<file path="config.mk">
export PLATFORM = sky130hd
export DESIGN_NAME = motor_ctrl_top
export DESIGN_NICKNAME = d
export VERILOG_FILES = /design/src/motor_pkg.sv /design/src/motor_ctrl_top.sv /design/src/motor_bridge_drv.sv /design/src/motor_pwm_gen.sv /design/src/motor_cmd_in.sv
export VERILOG_INCLUDE_DIRS = /design/src
export SDC_FILE = /design/constraint.sdc
export NUM_CORES = 1
export LEC_CHECK = 0
export BUFFER_PORTS_ARGS = -buffer_cell sky130_fd_sc_hd__buf_2
export CAP_MARGIN = 40
export CORE_MARGIN = 5
export CORE_UTILIZATION = 42
export DETAILED_ROUTE_END_ITERATION = 8
export PLACE_DENSITY_LB_ADDON = 0.1
export SLEW_MARGIN = 15
export SYNTH_ARGS = -nofsm -noshare
export SYNTH_HDL_FRONTEND = slang
export SYNTH_SLANG_ARGS = --single-unit
</file>
<file path="constraint.sdc">
create_clock -name rst -period 6.5 [get_ports rst]
set_input_delay 0 -clock rst [delete_from_list [all_inputs] [get_ports rst]]
set_output_delay 0 -clock rst [all_outputs]
set_load 0.05 [all_outputs]
</file>
<file path="src/motor_cfg.svh">
`ifndef MOTOR_CFG_SVH
`define MOTOR_CFG_SVH

// velocity width, 2**W pwm steps per period
`define MOTOR_VEL_W 3

// clock cycles per pwm step
// 12 MHz clock, 500 Hz pwm, 8 steps
`define MOTOR_PRESCALE_DEF 3000

// clock cycles with all bridge inputs low on a leg change
`define MOTOR_DEAD_DEF 8

`endif
</file>
<file path="src/motor_pkg.sv">
`default_nettype none

package motor_pkg;

  // command opcode as carried on the cmd_op port
  typedef enum logic [1:0] {
    OP_SET   = 2'd0,  // load velocity and direction from the command
    OP_STOP  = 2'd1,  // velocity 0, direction kept
    OP_BRAKE = 2'd2   // velocity 0, both legs high
  } motor_op_e;

  // H-bridge driver state
  typedef enum logic [2:0] {
    BR_OFF   = 3'd0,  // after reset, all legs low
    BR_FWD   = 3'd1,  // leg a high, enable follows pwm
    BR_REV   = 3'd2,  // leg b high, enable follows pwm
    BR_DEAD  = 3'd3,  // gap between two leg settings
    BR_BRAKE = 3'd4   // both legs high, enable low
  } bridge_st_e;

  // direction encoding used on every dir signal:
  // 0 is forward (leg a), 1 is reverse (leg b)

endpackage

`default_nettype wire

</file>
<file path="src/motor_ctrl_top.sv">
`timescale 1ns/1ns
`default_nettype none

`include "motor_cfg.svh"

module motor_ctrl_top import motor_pkg::*; #(
  parameter int prescale = `MOTOR_PRESCALE_DEF,  // cycles per pwm step
  parameter int dead     = `MOTOR_DEAD_DEF       // dead cycles on a leg change
) (
  input  wire logic                    rst,        // clock
  input  wire logic                    clk,        // async reset, active high
  input  wire logic                    cmd_valid,
  output logic                         cmd_ready,
  input  wire motor_op_e               cmd_op,
  input  wire logic                    cmd_dir,
  input  wire logic [`MOTOR_VEL_W-1:0] cmd_vel,
  output logic                         leg_a_hi,
  output logic                         leg_b_hi,
  output logic                         pwm_out,
  output logic                         pwm_sync
);

  logic                    pend_valid;  // slot full
  logic [`MOTOR_VEL_W-1:0] pend_vel;
  logic                    pend_dir;
  logic                    pend_brake;
  logic                    pend_take;   // slot copied at period end
  logic                    pwm_on;      // raw pwm level
  logic                    act_dir;
  logic                    act_brake;

  motor_cmd_in u_cmd_in (
    .rst        (rst),
    .clk        (clk),
    .cmd_valid  (cmd_valid),
    .cmd_ready  (cmd_ready),
    .cmd_op     (cmd_op),
    .cmd_dir    (cmd_dir),
    .cmd_vel    (cmd_vel),
    .pend_take  (pend_take),
    .pend_valid (pend_valid),
    .pend_vel   (pend_vel),
    .pend_dir   (pend_dir),
    .pend_brake (pend_brake)
  );

  motor_pwm_gen #(
    .prescale (prescale)
  ) u_pwm_gen (
    .rst        (rst),
    .clk        (clk),
    .pend_valid (pend_valid),
    .pend_vel   (pend_vel),
    .pend_dir   (pend_dir),
    .pend_brake (pend_brake),
    .pend_take  (pend_take),
    .pwm_on     (pwm_on),
    .pwm_sync   (pwm_sync),
    .act_dir    (act_dir),
    .act_brake  (act_brake)
  );

  motor_bridge_drv #(
    .dead (dead)
  ) u_bridge_drv (
    .rst       (rst),
    .clk       (clk),
    .pwm_on    (pwm_on),
    .act_dir   (act_dir),
    .act_brake (act_brake),
    .leg_a_hi  (leg_a_hi),
    .leg_b_hi  (leg_b_hi),
    .pwm_out   (pwm_out)
  );

endmodule

`default_nettype wire

</file>
<file path="src/motor_bridge_drv.sv">
`timescale 1ns/1ns
`default_nettype none

`include "motor_cfg.svh"

module motor_bridge_drv import motor_pkg::*; #(
  parameter int dead = `MOTOR_DEAD_DEF  // gap length in cycles, at least 1
) (
  input  wire logic rst,        // clock
  input  wire logic clk,        // async reset, active high
  input  wire logic pwm_on,
  input  wire logic act_dir,    // 0 forward, 1 reverse
  input  wire logic act_brake,
  output logic      leg_a_hi,
  output logic      leg_b_hi,
  output logic      pwm_out     // bridge enable
);

  localparam int dc_w = $clog2(dead + 1);

  bridge_st_e      state;     // current bridge state
  bridge_st_e      st_nxt;    // state after this edge
  bridge_st_e      target;    // state asked for by the active setting
  logic [dc_w-1:0] dead_cnt;  // remaining dead cycles minus one
  logic [dc_w-1:0] dead_nxt;

  // where the active setting wants the legs
  always_comb begin
    if (act_brake) begin
      target = BR_BRAKE;
    end else if (act_dir) begin
      target = BR_REV;
    end else begin
      target = BR_FWD;
    end
  end

  // next state and dead-time count
  always_comb begin
    st_nxt   = state;
    dead_nxt = dead_cnt;
    case (state)
      BR_OFF: begin
        // legs already low, so the first setting needs no gap
        if (pwm_on || act_brake) begin
          st_nxt = target;
        end
      end
      BR_FWD, BR_REV, BR_BRAKE: begin
        if (target != state) begin
          st_nxt   = BR_DEAD;       // direction swap or brake in/out
          dead_nxt = dc_w'(dead - 1);
        end
      end
      BR_DEAD: begin
        if (dead_cnt == '0) begin
          st_nxt = target;          // take whatever is active now
        end else begin
          dead_nxt = dead_cnt - 1'b1;
        end
      end
      default: begin
        st_nxt = BR_OFF;            // illegal code recovers to off
      end
    endcase
  end

  // state and registered leg outputs
  // outputs decode st_nxt, so they lag pwm_on by exactly one cycle
  always_ff @(posedge rst or posedge clk) begin
    if (clk) begin
      state    <= BR_OFF;
      dead_cnt <= '0;
      leg_a_hi <= 1'b0;
      leg_b_hi <= 1'b0;
      pwm_out  <= 1'b0;
    end else begin
      state    <= st_nxt;
      dead_cnt <= dead_nxt;
      leg_a_hi <= (st_nxt == BR_FWD) || (st_nxt == BR_BRAKE);
      leg_b_hi <= (st_nxt == BR_REV) || (st_nxt == BR_BRAKE);
      pwm_out  <= pwm_on && ((st_nxt == BR_FWD) || (st_nxt == BR_REV));  // off in brake
    end
  end

endmodule

`default_nettype wire

</file>
<file path="src/motor_pwm_gen.sv">
`timescale 1ns/1ns
`default_nettype none

`include "motor_cfg.svh"

module motor_pwm_gen #(
  parameter int prescale = `MOTOR_PRESCALE_DEF  // clock cycles per step
) (
  input  wire logic                    rst,         // clock
  input  wire logic                    clk,         // async reset, active high
  input  wire logic                    pend_valid,
  input  wire logic [`MOTOR_VEL_W-1:0] pend_vel,
  input  wire logic                    pend_dir,
  input  wire logic                    pend_brake,
  output logic                         pend_take,   // slot copied on this edge
  output logic                         pwm_on,
  output logic                         pwm_sync,    // first cycle of a period
  output logic                         act_dir,
  output logic                         act_brake
);

  localparam int pre_w = $clog2(prescale + 1);

  logic [pre_w-1:0]        pre_cnt;     // cycle inside a step
  logic [`MOTOR_VEL_W-1:0] step;        // step inside a period
  logic                    step_end;    // last cycle of a step
  logic                    period_end;  // last cycle of the last step
  logic [`MOTOR_VEL_W-1:0] act_vel;     // velocity in force this period
  logic [`MOTOR_VEL_W-1:0] vel_nxt;     // velocity seen after this edge
  logic [`MOTOR_VEL_W-1:0] step_nxt;    // step seen after this edge

  assign step_end   = (pre_cnt == pre_w'(prescale - 1));
  assign period_end = step_end && (step == '1);
  assign pend_take  = period_end && pend_valid;  // settings change only here

  assign step_nxt = step_end ? step + 1'b1 : step;  // wraps 7 -> 0
  assign vel_nxt  = pend_take ? pend_vel : act_vel;

  // prescaler
  always_ff @(posedge rst or posedge clk) begin
    if (clk) begin
      pre_cnt <= '0;
    end else if (step_end) begin
      pre_cnt <= '0;
    end else begin
      pre_cnt <= pre_cnt + 1'b1;
    end
  end

  // step counter
  always_ff @(posedge rst or posedge clk) begin
    if (clk) begin
      step <= '0;
    end else begin
      step <= step_nxt;
    end
  end

  // active settings, loaded from the slot at the period end
  always_ff @(posedge rst or posedge clk) begin
    if (clk) begin
      act_vel   <= '0;
      act_dir   <= 1'b0;  // forward
      act_brake <= 1'b0;
    end else if (pend_take) begin
      act_vel   <= pend_vel;
      act_dir   <= pend_dir;
      act_brake <= pend_brake;
    end
  end

  // pwm level from next-state values so it lines up with pwm_sync
  // vel 0 never beats a step, so the output is fully off
  always_ff @(posedge rst or posedge clk) begin
    if (clk) begin
      pwm_on   <= 1'b0;
      pwm_sync <= 1'b0;
    end else begin
      pwm_on   <= (vel_nxt > step_nxt);  // vel x prescale cycles high
      pwm_sync <= period_end;            // high while counters read 0
    end
  end

endmodule

`default_nettype wire

</file>
<file path="src/motor_cmd_in.sv">
`timescale 1ns/1ns
`default_nettype none

`include "motor_cfg.svh"

module motor_cmd_in import motor_pkg::*; (
  input  wire logic                    rst,        // clock
  input  wire logic                    clk,        // async reset, active high
  input  wire logic                    cmd_valid,
  output logic                         cmd_ready,
  input  wire motor_op_e               cmd_op,
  input  wire logic                    cmd_dir,
  input  wire logic [`MOTOR_VEL_W-1:0] cmd_vel,
  input  wire logic                    pend_take,  // slot consumed at period end
  output logic                         pend_valid,
  output logic [`MOTOR_VEL_W-1:0]      pend_vel,
  output logic                         pend_dir,
  output logic                         pend_brake
);

  logic                    accept;     // handshake on this edge
  logic [`MOTOR_VEL_W-1:0] dec_vel;    // decoded velocity
  logic                    dec_dir;    // decoded direction
  logic                    dec_brake;  // decoded brake request

  assign cmd_ready = ~pend_valid;  // one-deep slot, ready only when empty
  assign accept    = cmd_valid && cmd_ready;

  // opcode decode into slot contents
  always_comb begin
    dec_vel   = '0;
    dec_dir   = pend_dir;  // stop and brake keep last direction
    dec_brake = 1'b0;
    case (cmd_op)
      OP_SET: begin
        dec_vel = cmd_vel;
        dec_dir = cmd_dir;
      end
      OP_STOP: begin
        dec_vel = '0;  // coast, leg stays as it is
      end
      OP_BRAKE: begin
        dec_brake = 1'b1;
      end
      default: begin
        dec_vel = '0;  // unused code acts as stop
      end
    endcase
  end

  // slot occupancy and direction
  always_ff @(posedge rst or posedge clk) begin
    if (clk) begin
      pend_valid <= 1'b0;
      pend_dir   <= 1'b0;  // forward after reset
    end else begin
      if (accept) begin
        pend_valid <= 1'b1;
        pend_dir   <= dec_dir;
      end else if (pend_take) begin
        pend_valid <= 1'b0;  // pwm_gen has copied the slot
      end
    end
  end

  // slot payload, only meaningful while pend_valid
  always_ff @(posedge rst) begin
    if (accept) begin
      pend_vel   <= dec_vel;
      pend_brake <= dec_brake;
    end
  end

endmodule

`default_nettype wire

</file>
* Word level (Yosys, flattened, before mapping)
Cells that the tools add are included.
** Storage, ports and cells
- Word-level logic and storage cells :: 65
- Flip-flop bits (word level) :: 38
- Output and inout port bits :: 5
- Input port bits :: 9
** Operators by class
- Bitwise operators :: 1
- Eq/ne operators :: 13
- Muxes and demuxes :: 15
- Magnitude comparators :: 1
- Add/sub/neg operators :: 3
- Reductions and logical operators :: 16
** Operators by type and width (number)
- 2-to-1 mux 3 bit :: 6
- adder 12 x 1 -> 12 bit (second input constant) :: 1
- equality test 12 bit (second input constant) :: 1
- 2-to-1 mux 12 bit :: 1
- equality test 3 x 2 -> 1 bit (second input constant) :: 3
- equality test 3 bit (second input constant) :: 3
- one-hot mux 3 bit (3 select lines) :: 1
- 2-to-1 mux 4 bit :: 2
- one-hot mux 4 bit (2 select lines) :: 1
- equality test 3 x 1 -> 1 bit (second input constant) :: 2
- logical AND 1 bit :: 4
- zero test 4 bit :: 1
- logical OR 1 bit :: 4
- nonzero test 2 bit :: 2
- subtractor 4 x 1 -> 4 bit (second input constant) :: 1
- adder 3 x 1 -> 3 bit (second input constant) :: 1
- > comparator 3 bit :: 1
- zero test 3 bit :: 1
- 2-to-1 mux 1 bit :: 3
- != test 3 bit :: 1
- AND reduction 3 bit :: 1
- OR reduction 3 bit :: 1
- equality test 2 bit (second input constant) :: 1
- zero test 2 bit :: 1
- other kinds (5) :: 5

* Depth between registers and ports, before layout
Gate-level depths: netlist of run 1.
- Word-level depth :: 8
- Depth in mapped cells :: 10
- Depth with buffers taken out :: 10

* By module
From an unflattened synthesis of run 1, not the netlist that was laid out.
** Second synthesis, totals
- Cells, all modules :: 163
- Area, all modules :: 1861.8 um2
** By module, submodules not included
- motor_pwm_gen :: seq. area each 550.5 um2, cells each 89, area each 1069.8 um2, times used 1
- motor_bridge_drv :: seq. area each 250.2 um2, cells each 57, area each 543.0 um2, times used 1
- motor_cmd_in :: seq. area each 170.2 um2, cells each 17, area each 249.0 um2, times used 1

* Worst setup path before layout of run 1
Ideal clock, no wire load.
- Kind :: register -> register
- Start :: reg u_pwm_gen.pre_cnt[0]
- End :: reg u_pwm_gen.pwm_on
- Cell stages (with the launch flop) :: 10
- Period minus slack after synthesis :: 2317 ps
- Slack :: 4183 ps
- Setup time :: 126 ps
- Buffers on the path :: 0
- Arrival time :: 2191 ps
- Data required time :: 6374 ps
- Path through :: dfrtp_1 ha_1 nand4_2 nor4_4 nand3_4 mux2_2 ha_1 a21o_1 a21oi_1 a31oi_1
** On the way
- Word-level cells in the longest chain between the ends :: 5
- Elaborated cells between the ends (all ways) :: 6
- Those cells by class :: order compare: 1; eq/ne: 1; mux: 2; reduce/logical: 2
** RTL lines
- start: declaration :: line motor_pwm_gen.sv:24 : logic [pre_w-1:0] pre_cnt;
- start signal: assignment :: line motor_pwm_gen.sv:46 : pre_cnt <= pre_cnt + 1'b1;
- equality test 12 bit :: line motor_pwm_gen.sv:32 : assign step_end = (pre_cnt == pre_w'(prescale - 1));
- logical AND 1 bit :: line motor_pwm_gen.sv:33 : assign period_end = step_end && (step == '1);
- logical AND 1 bit :: line motor_pwm_gen.sv:34 : assign pend_take = period_end && pend_valid;
- 2-to-1 mux 3 bit :: line motor_pwm_gen.sv:37 : assign vel_nxt = pend_take ? pend_vel : act_vel;
- named net u_pwm_gen.vel_nxt[1] :: line motor_pwm_gen.sv:29 : logic [`MOTOR_VEL_W-1:0] vel_nxt;
- > comparator 3 bit :: line motor_pwm_gen.sv:79 : pwm_on <= (vel_nxt > step_nxt);
- end signal: assignment :: line motor_pwm_gen.sv:79
- end: declaration :: line motor_pwm_gen.sv:16 : output logic pwm_on,
The timed path passes the listed nets, and every way through them passes these cells.
A chain may end at the register's enable or synchronous reset.

* Worst setup path in the final report of run 1
Same ends and word-level chain as after synthesis.

==> qor.yml, run 1 <==
grt:
  grt_overflow: 0
  antenna_found_initial: 0
  grt_pass1_wl_mm: 5.80
  grt_usage: 0.122
  grt_pass1_vias: 1254
  grt_max_degree: 35
route:
  dr.pass1.iters: 4
  ant_nets: 0
  via_count: 1249
  vias_per_cell: 5.18
  drt_iter0_drc: 95
  wirelength_mm: 3.20
  post_drt_wl_per_cell_um: 13.3
  post-route-drc-count: 0
timing:
  setup_viol: 0
  hold_viol: 0
  skew_ps: 2.43
  rsz0062_at_grt: "no"
  maxSlewViolCount: 0
  fin_crit_ps: 2840
  tightestPinTransition_ps: 818
  slew_headroom: 0.451
  period_share: 0.437
  clock.fmax_ghz: 0.352
  tns_ps: 0
placed_design:
  gp_congestion: 0.750
  hpwl_mm: 2.31
  io_buffers: 13
worst_setup_path:
  worstPathArrival_ps: 3020
  cp.required_ps: 6680
  cp_max_fo: 14
  critPathLaunchType: "flop"
  cp-end-kind: "flop"
  crit_type: "reg2reg"
cts:
  clkTransAtPathRegs_ps: 70
  cts_inserted_buffers: 5
  cts.sinks: 38
  root_buffer: "clkbuf_8"
  postCtsSetupBuffers: 0
  clockBufferDepth: 2
  clk_latency_ps: 290
  cts-htree-levels: 2
  cts_tree: "yes"
power_and_ir_drop:
  irDropWorstVdd_mv: 0.101
  p_leak_nw: 1.04
  power_mw: 0.448
  p_per_area_mw_per_mm2: 208
floorplanning:
  io_pins: 14
  die_w_um: 76.6
  core_mm2: 0.00432
  die_h_um: 76.6
  rows: 24
  start_util: 0.431
  dieArea_mm2: 0.00586
synthesis:
  netlist_area_mm2: 0.00186
  ys_warn_count: 0
  ys_seq_area_frac: 0.522
  synth_edf_count: 4
  synthCells: 165
  syn_avg_cell_area_um2: 11.3
  syn_nets: 181
  ys_async_sr_fraction: 0.895
  synth.distinct_cells: 47
  synth-seq-cells: 38
  dominantRegCellSynth: "dfrtp_1"
cells_and_area:
  area_growth_pct: 15.6
  final_layout_size_suffix_gt1_frac: 0.180
  final_common_cell: "dfrtp_1"
  antennaDiodeCount: 0
  nFillCells: 407
  nets: 204
  final_cell_mix: "dfrtp_1, buf_2, nor2_1, inv_1, nand2_1"
run:
  max-cap-violations: 0
outcome:
  status: "finished, final reports clean"
min_path:
  hp-class: "in2reg"
[through the flow]
step,utilization,hold WS (ps),area (um2),cells,setup WS (ps)
2_1_floorplan,-,117,1860,165,4180
3_3_place_gp,0.456,114,1970,226,3710
3_5_place_dp,0.456,122,1970,226,3640
4_1_cts,0.498,25.8,2150,241,3620
5_1_grt,0.498,57.7,2150,241,3390
6_report,0.498,26.1,2150,241,3660
[per-layer routing]
metal	GRT usage	wire length [um]	vias up	share of wire
met5	0	0	-	0
li1	-	-	624	-
met3	0.0402	118	7	0.037
met4	0.0420	44	0	0.014
met1	0.156	1500	601	0.47
met2	0.193	1550	17	0.48
[flip-flops by register name, indices dropped and copies added (netlist names)]
register and flops:
u_bridge_drv.dead_cnt 4, u_bridge_drv.leg_a_hi 1, u_bridge_drv.leg_b_hi 1, u_bridge_drv.pwm_out 1, u_bridge_drv.state 3, u_cmd_in.pend_brake 1
u_cmd_in.pend_dir 1, u_cmd_in.pend_valid 1, u_cmd_in.pend_vel 3, u_pwm_gen.act_brake 1, u_pwm_gen.act_dir 1, u_pwm_gen.act_vel 3
u_pwm_gen.pre_cnt 12, u_pwm_gen.pwm_on 1, u_pwm_gen.pwm_sync 1, u_pwm_gen.step 3
[cell families after synthesis]
kind of cell | count (synthesis) | share of synthesized area
XOR/XNOR | 9 | 0.0423
multiplexers | 11 | 0.0632
AND/OR/NAND/NOR | 58 | 0.190
adder cells (fa/ha/maj) | 7 | 0.0470
flip-flops | 38 | 0.522
buffers and inverters | 16 | 0.0363
AO/OA/AOI/OAI | 26 | 0.100
[worst max-delay path, cell delays in order, from the launching register on]
cell and delay (ps):
dfrtp_1 390, ha_1 250, nand4_2 160, nor4_4 760
nand3_4 210, mux2_2 330, ha_1 290, a21o_1 160
a21oi_1 140, a31oi_1 50
[Yosys cell counts (2+ instances only)]
library cell,number,area share
and4_1,2,0.0094
nor2_1,12,0.024
mux2_2,6,0.036
xor2_1,8,0.038
o211ai_1,3,0.012
a211o_1,2,0.0094
and3_1,4,0.013
dfrtp_1,34,0.46
a21oi_1,6,0.016
nand3_1,4,0.011
mux2i_1,5,0.027
o21a_1,2,0.0081
nor3_1,2,0.0054
nand2b_1,4,0.013
ha_1,7,0.047
buf_2,3,0.0081
nor2b_1,4,0.013
edfxtp_1,4,0.065
o21ai_0,2,0.0054
nand2_1,10,0.020
and2_1,5,0.017
inv_1,11,0.022
[final timing paths]
path / depth (start not counted) / from / slack, ps / to
max in group asynchronous: 4 / clk / 5840 / u_bridge_drv.dead_cnt[2]
max: 9 / u_pwm_gen.pre_cnt[0] / 3660 / u_pwm_gen.pwm_on
min in group asynchronous: 4 / clk / 340 / u_bridge_drv.leg_b_hi
max reg2reg: 9 / u_pwm_gen.pre_cnt[0] / 3660 / u_pwm_gen.pwm_on
min reg2reg: 1 / u_cmd_in.pend_brake / 480 / u_pwm_gen.act_brake
min: 2 / cmd_op[1] / 30 / u_cmd_in.pend_brake
[final cells by class]
class                           count  area (um2)  share of cell area
Tap cell                           52        65.1              0.0302
Timing Repair Buffer               21         143              0.0663
Multi-Input combinational cell    111         823               0.383
Inverter                           11        41.3              0.0192
Clock buffer                        5        68.8              0.0320
Sequential cell                    38         971               0.451
Clock inverter                      3        40.0              0.0186
[report_power, final]
part | switching (mW) | internal [mW] | leakage (nW)
Sequential | 0.000237 | 0.240 | 0.492
Clock | 0.0826 | 0.113 | 0.0579
Combinational | 0.00604 | 0.00586 | 0.492
[repair_timing]
| item | 4_1_cts | 5_1_grt |
|---|---|---|
| hold buffers | 7 | 0 |
| resized for setup | 0 | 0 |
| endpoints found under the hold margin | 40 | 0 |
Power figures use the tool's default switching activity.
==> run 2: changes to the inputs <==
- clock period: 6.5 -> 2.5 ns (I/O delays scaled with it)
==> qor.yml, run 2 (same netlist as run 1, synthesis figures left out) <==
placed_design:
  io_buffers: 13  # unchanged
  gp_congestion: 0.748  # -0.28%
  dp_slack_ps: 93.4  # -3540 ps
  hpwl_mm: 2.23  # -3.6%
  postPlaceCellArea_mm2: 0.00199  # +0.76%
worst_setup_path:
  cp-endpoint: "u_pwm_gen.pwm_on"
  r2r-start: "u_pwm_gen.pre_cnt[0]"
  cpMostUsedCell: "ha_1"
  cp_num_buf_inv: 1  # +1
  cp.required_ps: 2680  # -4000 ps
  crit_cells: 9  # unchanged
  critPathLaunchType: "flop"
  r2r_slack_ps: 240  # -3420 ps
  cp-end-kind: "flop"
  crit_family: "adder cells"
  crit_type: "reg2reg"
  cp_max_fo: 13  # -1
  r2r-end: "u_pwm_gen.pwm_on"
  slowest_stage: "dfrtp_1"
  critPathLaunch: "u_pwm_gen.pre_cnt[0]"
  reg2reg_depth: 9  # unchanged
  worstPathArrival_ps: 2440  # -580 ps
  max_stage_delay_ps: 390  # -370 ps
  path_cells: "ha_1 -> nand4_2 -> nor4_4 -> buf_6 -> mux2i_1 -> ha_1 -> a21o_1 -> a21oi_1 -> a31oi_1"
cts:
  postCtsSetupBuffers: 0  # unchanged
  clockBufferDepth: 2  # unchanged
  cts-htree-levels: 2  # unchanged
  root_buffer: "clkbuf_8"
  cts.sinks: 38  # unchanged
  clkTransAtPathRegs_ps: 80  # about the same
  cts_tree: "yes"
  cts_inserted_buffers: 5  # unchanged
  clk_latency_ps: 290  # about the same
cells_and_area:
  largest_register: "u_pwm_gen.pre_cnt"
  largest_reg_flops: 12  # unchanged
  nets: 207  # +1.5%
  area_growth_pct: 16.4
  final_cell_mix: "dfrtp_1, buf_2, nor2_1, inv_1, nand2_1"
  fin_area_mm2: 0.00217  # +0.70%
  reg.largest.list: "u_pwm_gen.pre_cnt x12, u_bridge_drv.dead_cnt x4"
  antennaDiodeCount: 0  # unchanged
  nFillCells: 405  # -0.49%
  final_common_cell: "dfrtp_1"
  final_layout_size_suffix_gt1_frac: 0.188  # +0.00761
timing:
  maxSlewViolCount: 0  # unchanged
  setup_viol: 0  # unchanged
  fin_crit_ps: 2260  # -583 ps
  hold_viol: 0  # unchanged
  clock.fmax_ghz: 0.443  # +26%
  slew_headroom: 0.573  # +0.123
  tightestPinTransition_ps: 640  # -178 ps
  layout_setup_ws_ps: 242  # -3420 ps
  tns_ps: 0  # unchanged
  whs_ps: 86.0  # +59.8 ps
  skew_ps: 4.28  # +1.85 ps
  period_share: 0.903  # +0.466
  rsz0062_at_grt: "no"
floorplanning:
  io_pins: 14  # unchanged
  core_mm2: 0.00432  # unchanged
  dieArea_mm2: 0.00586  # unchanged
  die_w_um: 76.6  # unchanged
  die_h_um: 76.6  # unchanged
  rows: 24  # unchanged
  start_util: 0.431  # unchanged
run:
  max-cap-violations: 0  # unchanged
power_and_ir_drop:
  irDropWorstVdd_mv: 0.319  # +210%
  p_leak_nw: 1.05  # +0.50%
  p_per_area_mw_per_mm2: 507  # +140%
  power_mw: 1.10  # +150%
grt:
  grt_pass1_wl_mm: 5.53  # -4.7%
  grt_overflow: 0  # unchanged
  grt_max_degree: 35  # unchanged
  grt_pass1_vias: 1227  # -2.2%
  antenna_found_initial: 0  # unchanged
  grt_usage: 0.118  # -0.00437
route:
  ant_nets: 0  # unchanged
  wirelength_mm: 3.18  # -0.84%
  vias_per_cell: 5.15  # -0.60%
  drt_iter0_drc: 84  # -12%
  dr.pass1.iters: 4  # unchanged
  post_drt_wl_per_cell_um: 13.0  # -2.1%
  post-route-drc-count: 0  # unchanged
  via_count: 1257  # +0.64%
outcome:
  status: "finished, final reports clean"
min_path:
  hp-class: "in2reg"
==> run 2: changes by cell type in the layout (fill, tap and decap cells not counted) <==
cell / change
dlygate4sd3_1: +1
buf_6: +1
clkinv_2: -1
bufinv_16: -1
buf_4: +1
clkbuf_8: +1
clkinvlp_4: +1
==> run 2: worst register-to-register path, stage by stage (launching register included) <==
cell and delay [ps]:
dfrtp_1 390, ha_1 260, nand4_2 160, nor4_4 270, buf_6 220, mux2i_1 240
ha_1 270, a21o_1 160, a21oi_1 130, a31oi_1 50
==> run 2: power by group <==
part	total [mW]	switching (mW)	internal, mW
Sequential	0.625	0.000504	0.624
Clock	0.443	0.221	0.222
Combinational	0.0312	0.0151	0.0162
==> run 2: routing by layer <==
layer,global-route usage,share of wire
met2,0.180,0.45
met3,0.0355,0.043
met5,0,0
met4,0.0699,0.023
met1,0.146,0.48
==> run 2: cell type report <==
cell class	instances	area (um2)	area share
Sequential cell	38	971	0.448
Multi-Input combinational cell	111	823	0.380
Timing Repair Buffer	24	171	0.0791
Clock buffer	6	82.6	0.0381
Tap cell	52	65.1	0.0300
Inverter	11	41.3	0.0191
Clock inverter	2	12.5	0.00577
==> run 2: worst min path at each step <==
| stage | slack (ps) | start | endpoint | cells past startpoint |
|---|---|---|---|---|
| finish | 90 | cmd_op[1] | u_cmd_in.pend_dir | 4 |
| global route | 130 | cmd_op[1] | u_cmd_in.pend_dir | 4 |
| CTS | 80 | cmd_op[1] | u_cmd_in.pend_dir | 4 |
| detailed placement | 130 | clk | u_pwm_gen.pre_cnt[9] | 3 |
| global placement | 120 | clk | u_bridge_drv.leg_b_hi | 3 |
| floorplan | 120 | cmd_valid | u_cmd_in.pend_valid | 1 |
==> run 2: what timing repair did <==
item                                    CTS  global route
hold endpoints to repair                 40             0
gates resized for setup                   0             1
endpoints found under the setup margin    0             1
hold buffers                              8             0
==> run 2: through the flow <==
stage | util | instances
2_1_floorplan | - | 165
3_3_place_gp | 0.460 | 228
3_5_place_dp | 0.460 | 228
4_1_cts | 0.500 | 244
5_1_grt | 0.501 | 244
6_report | 0.501 | 244
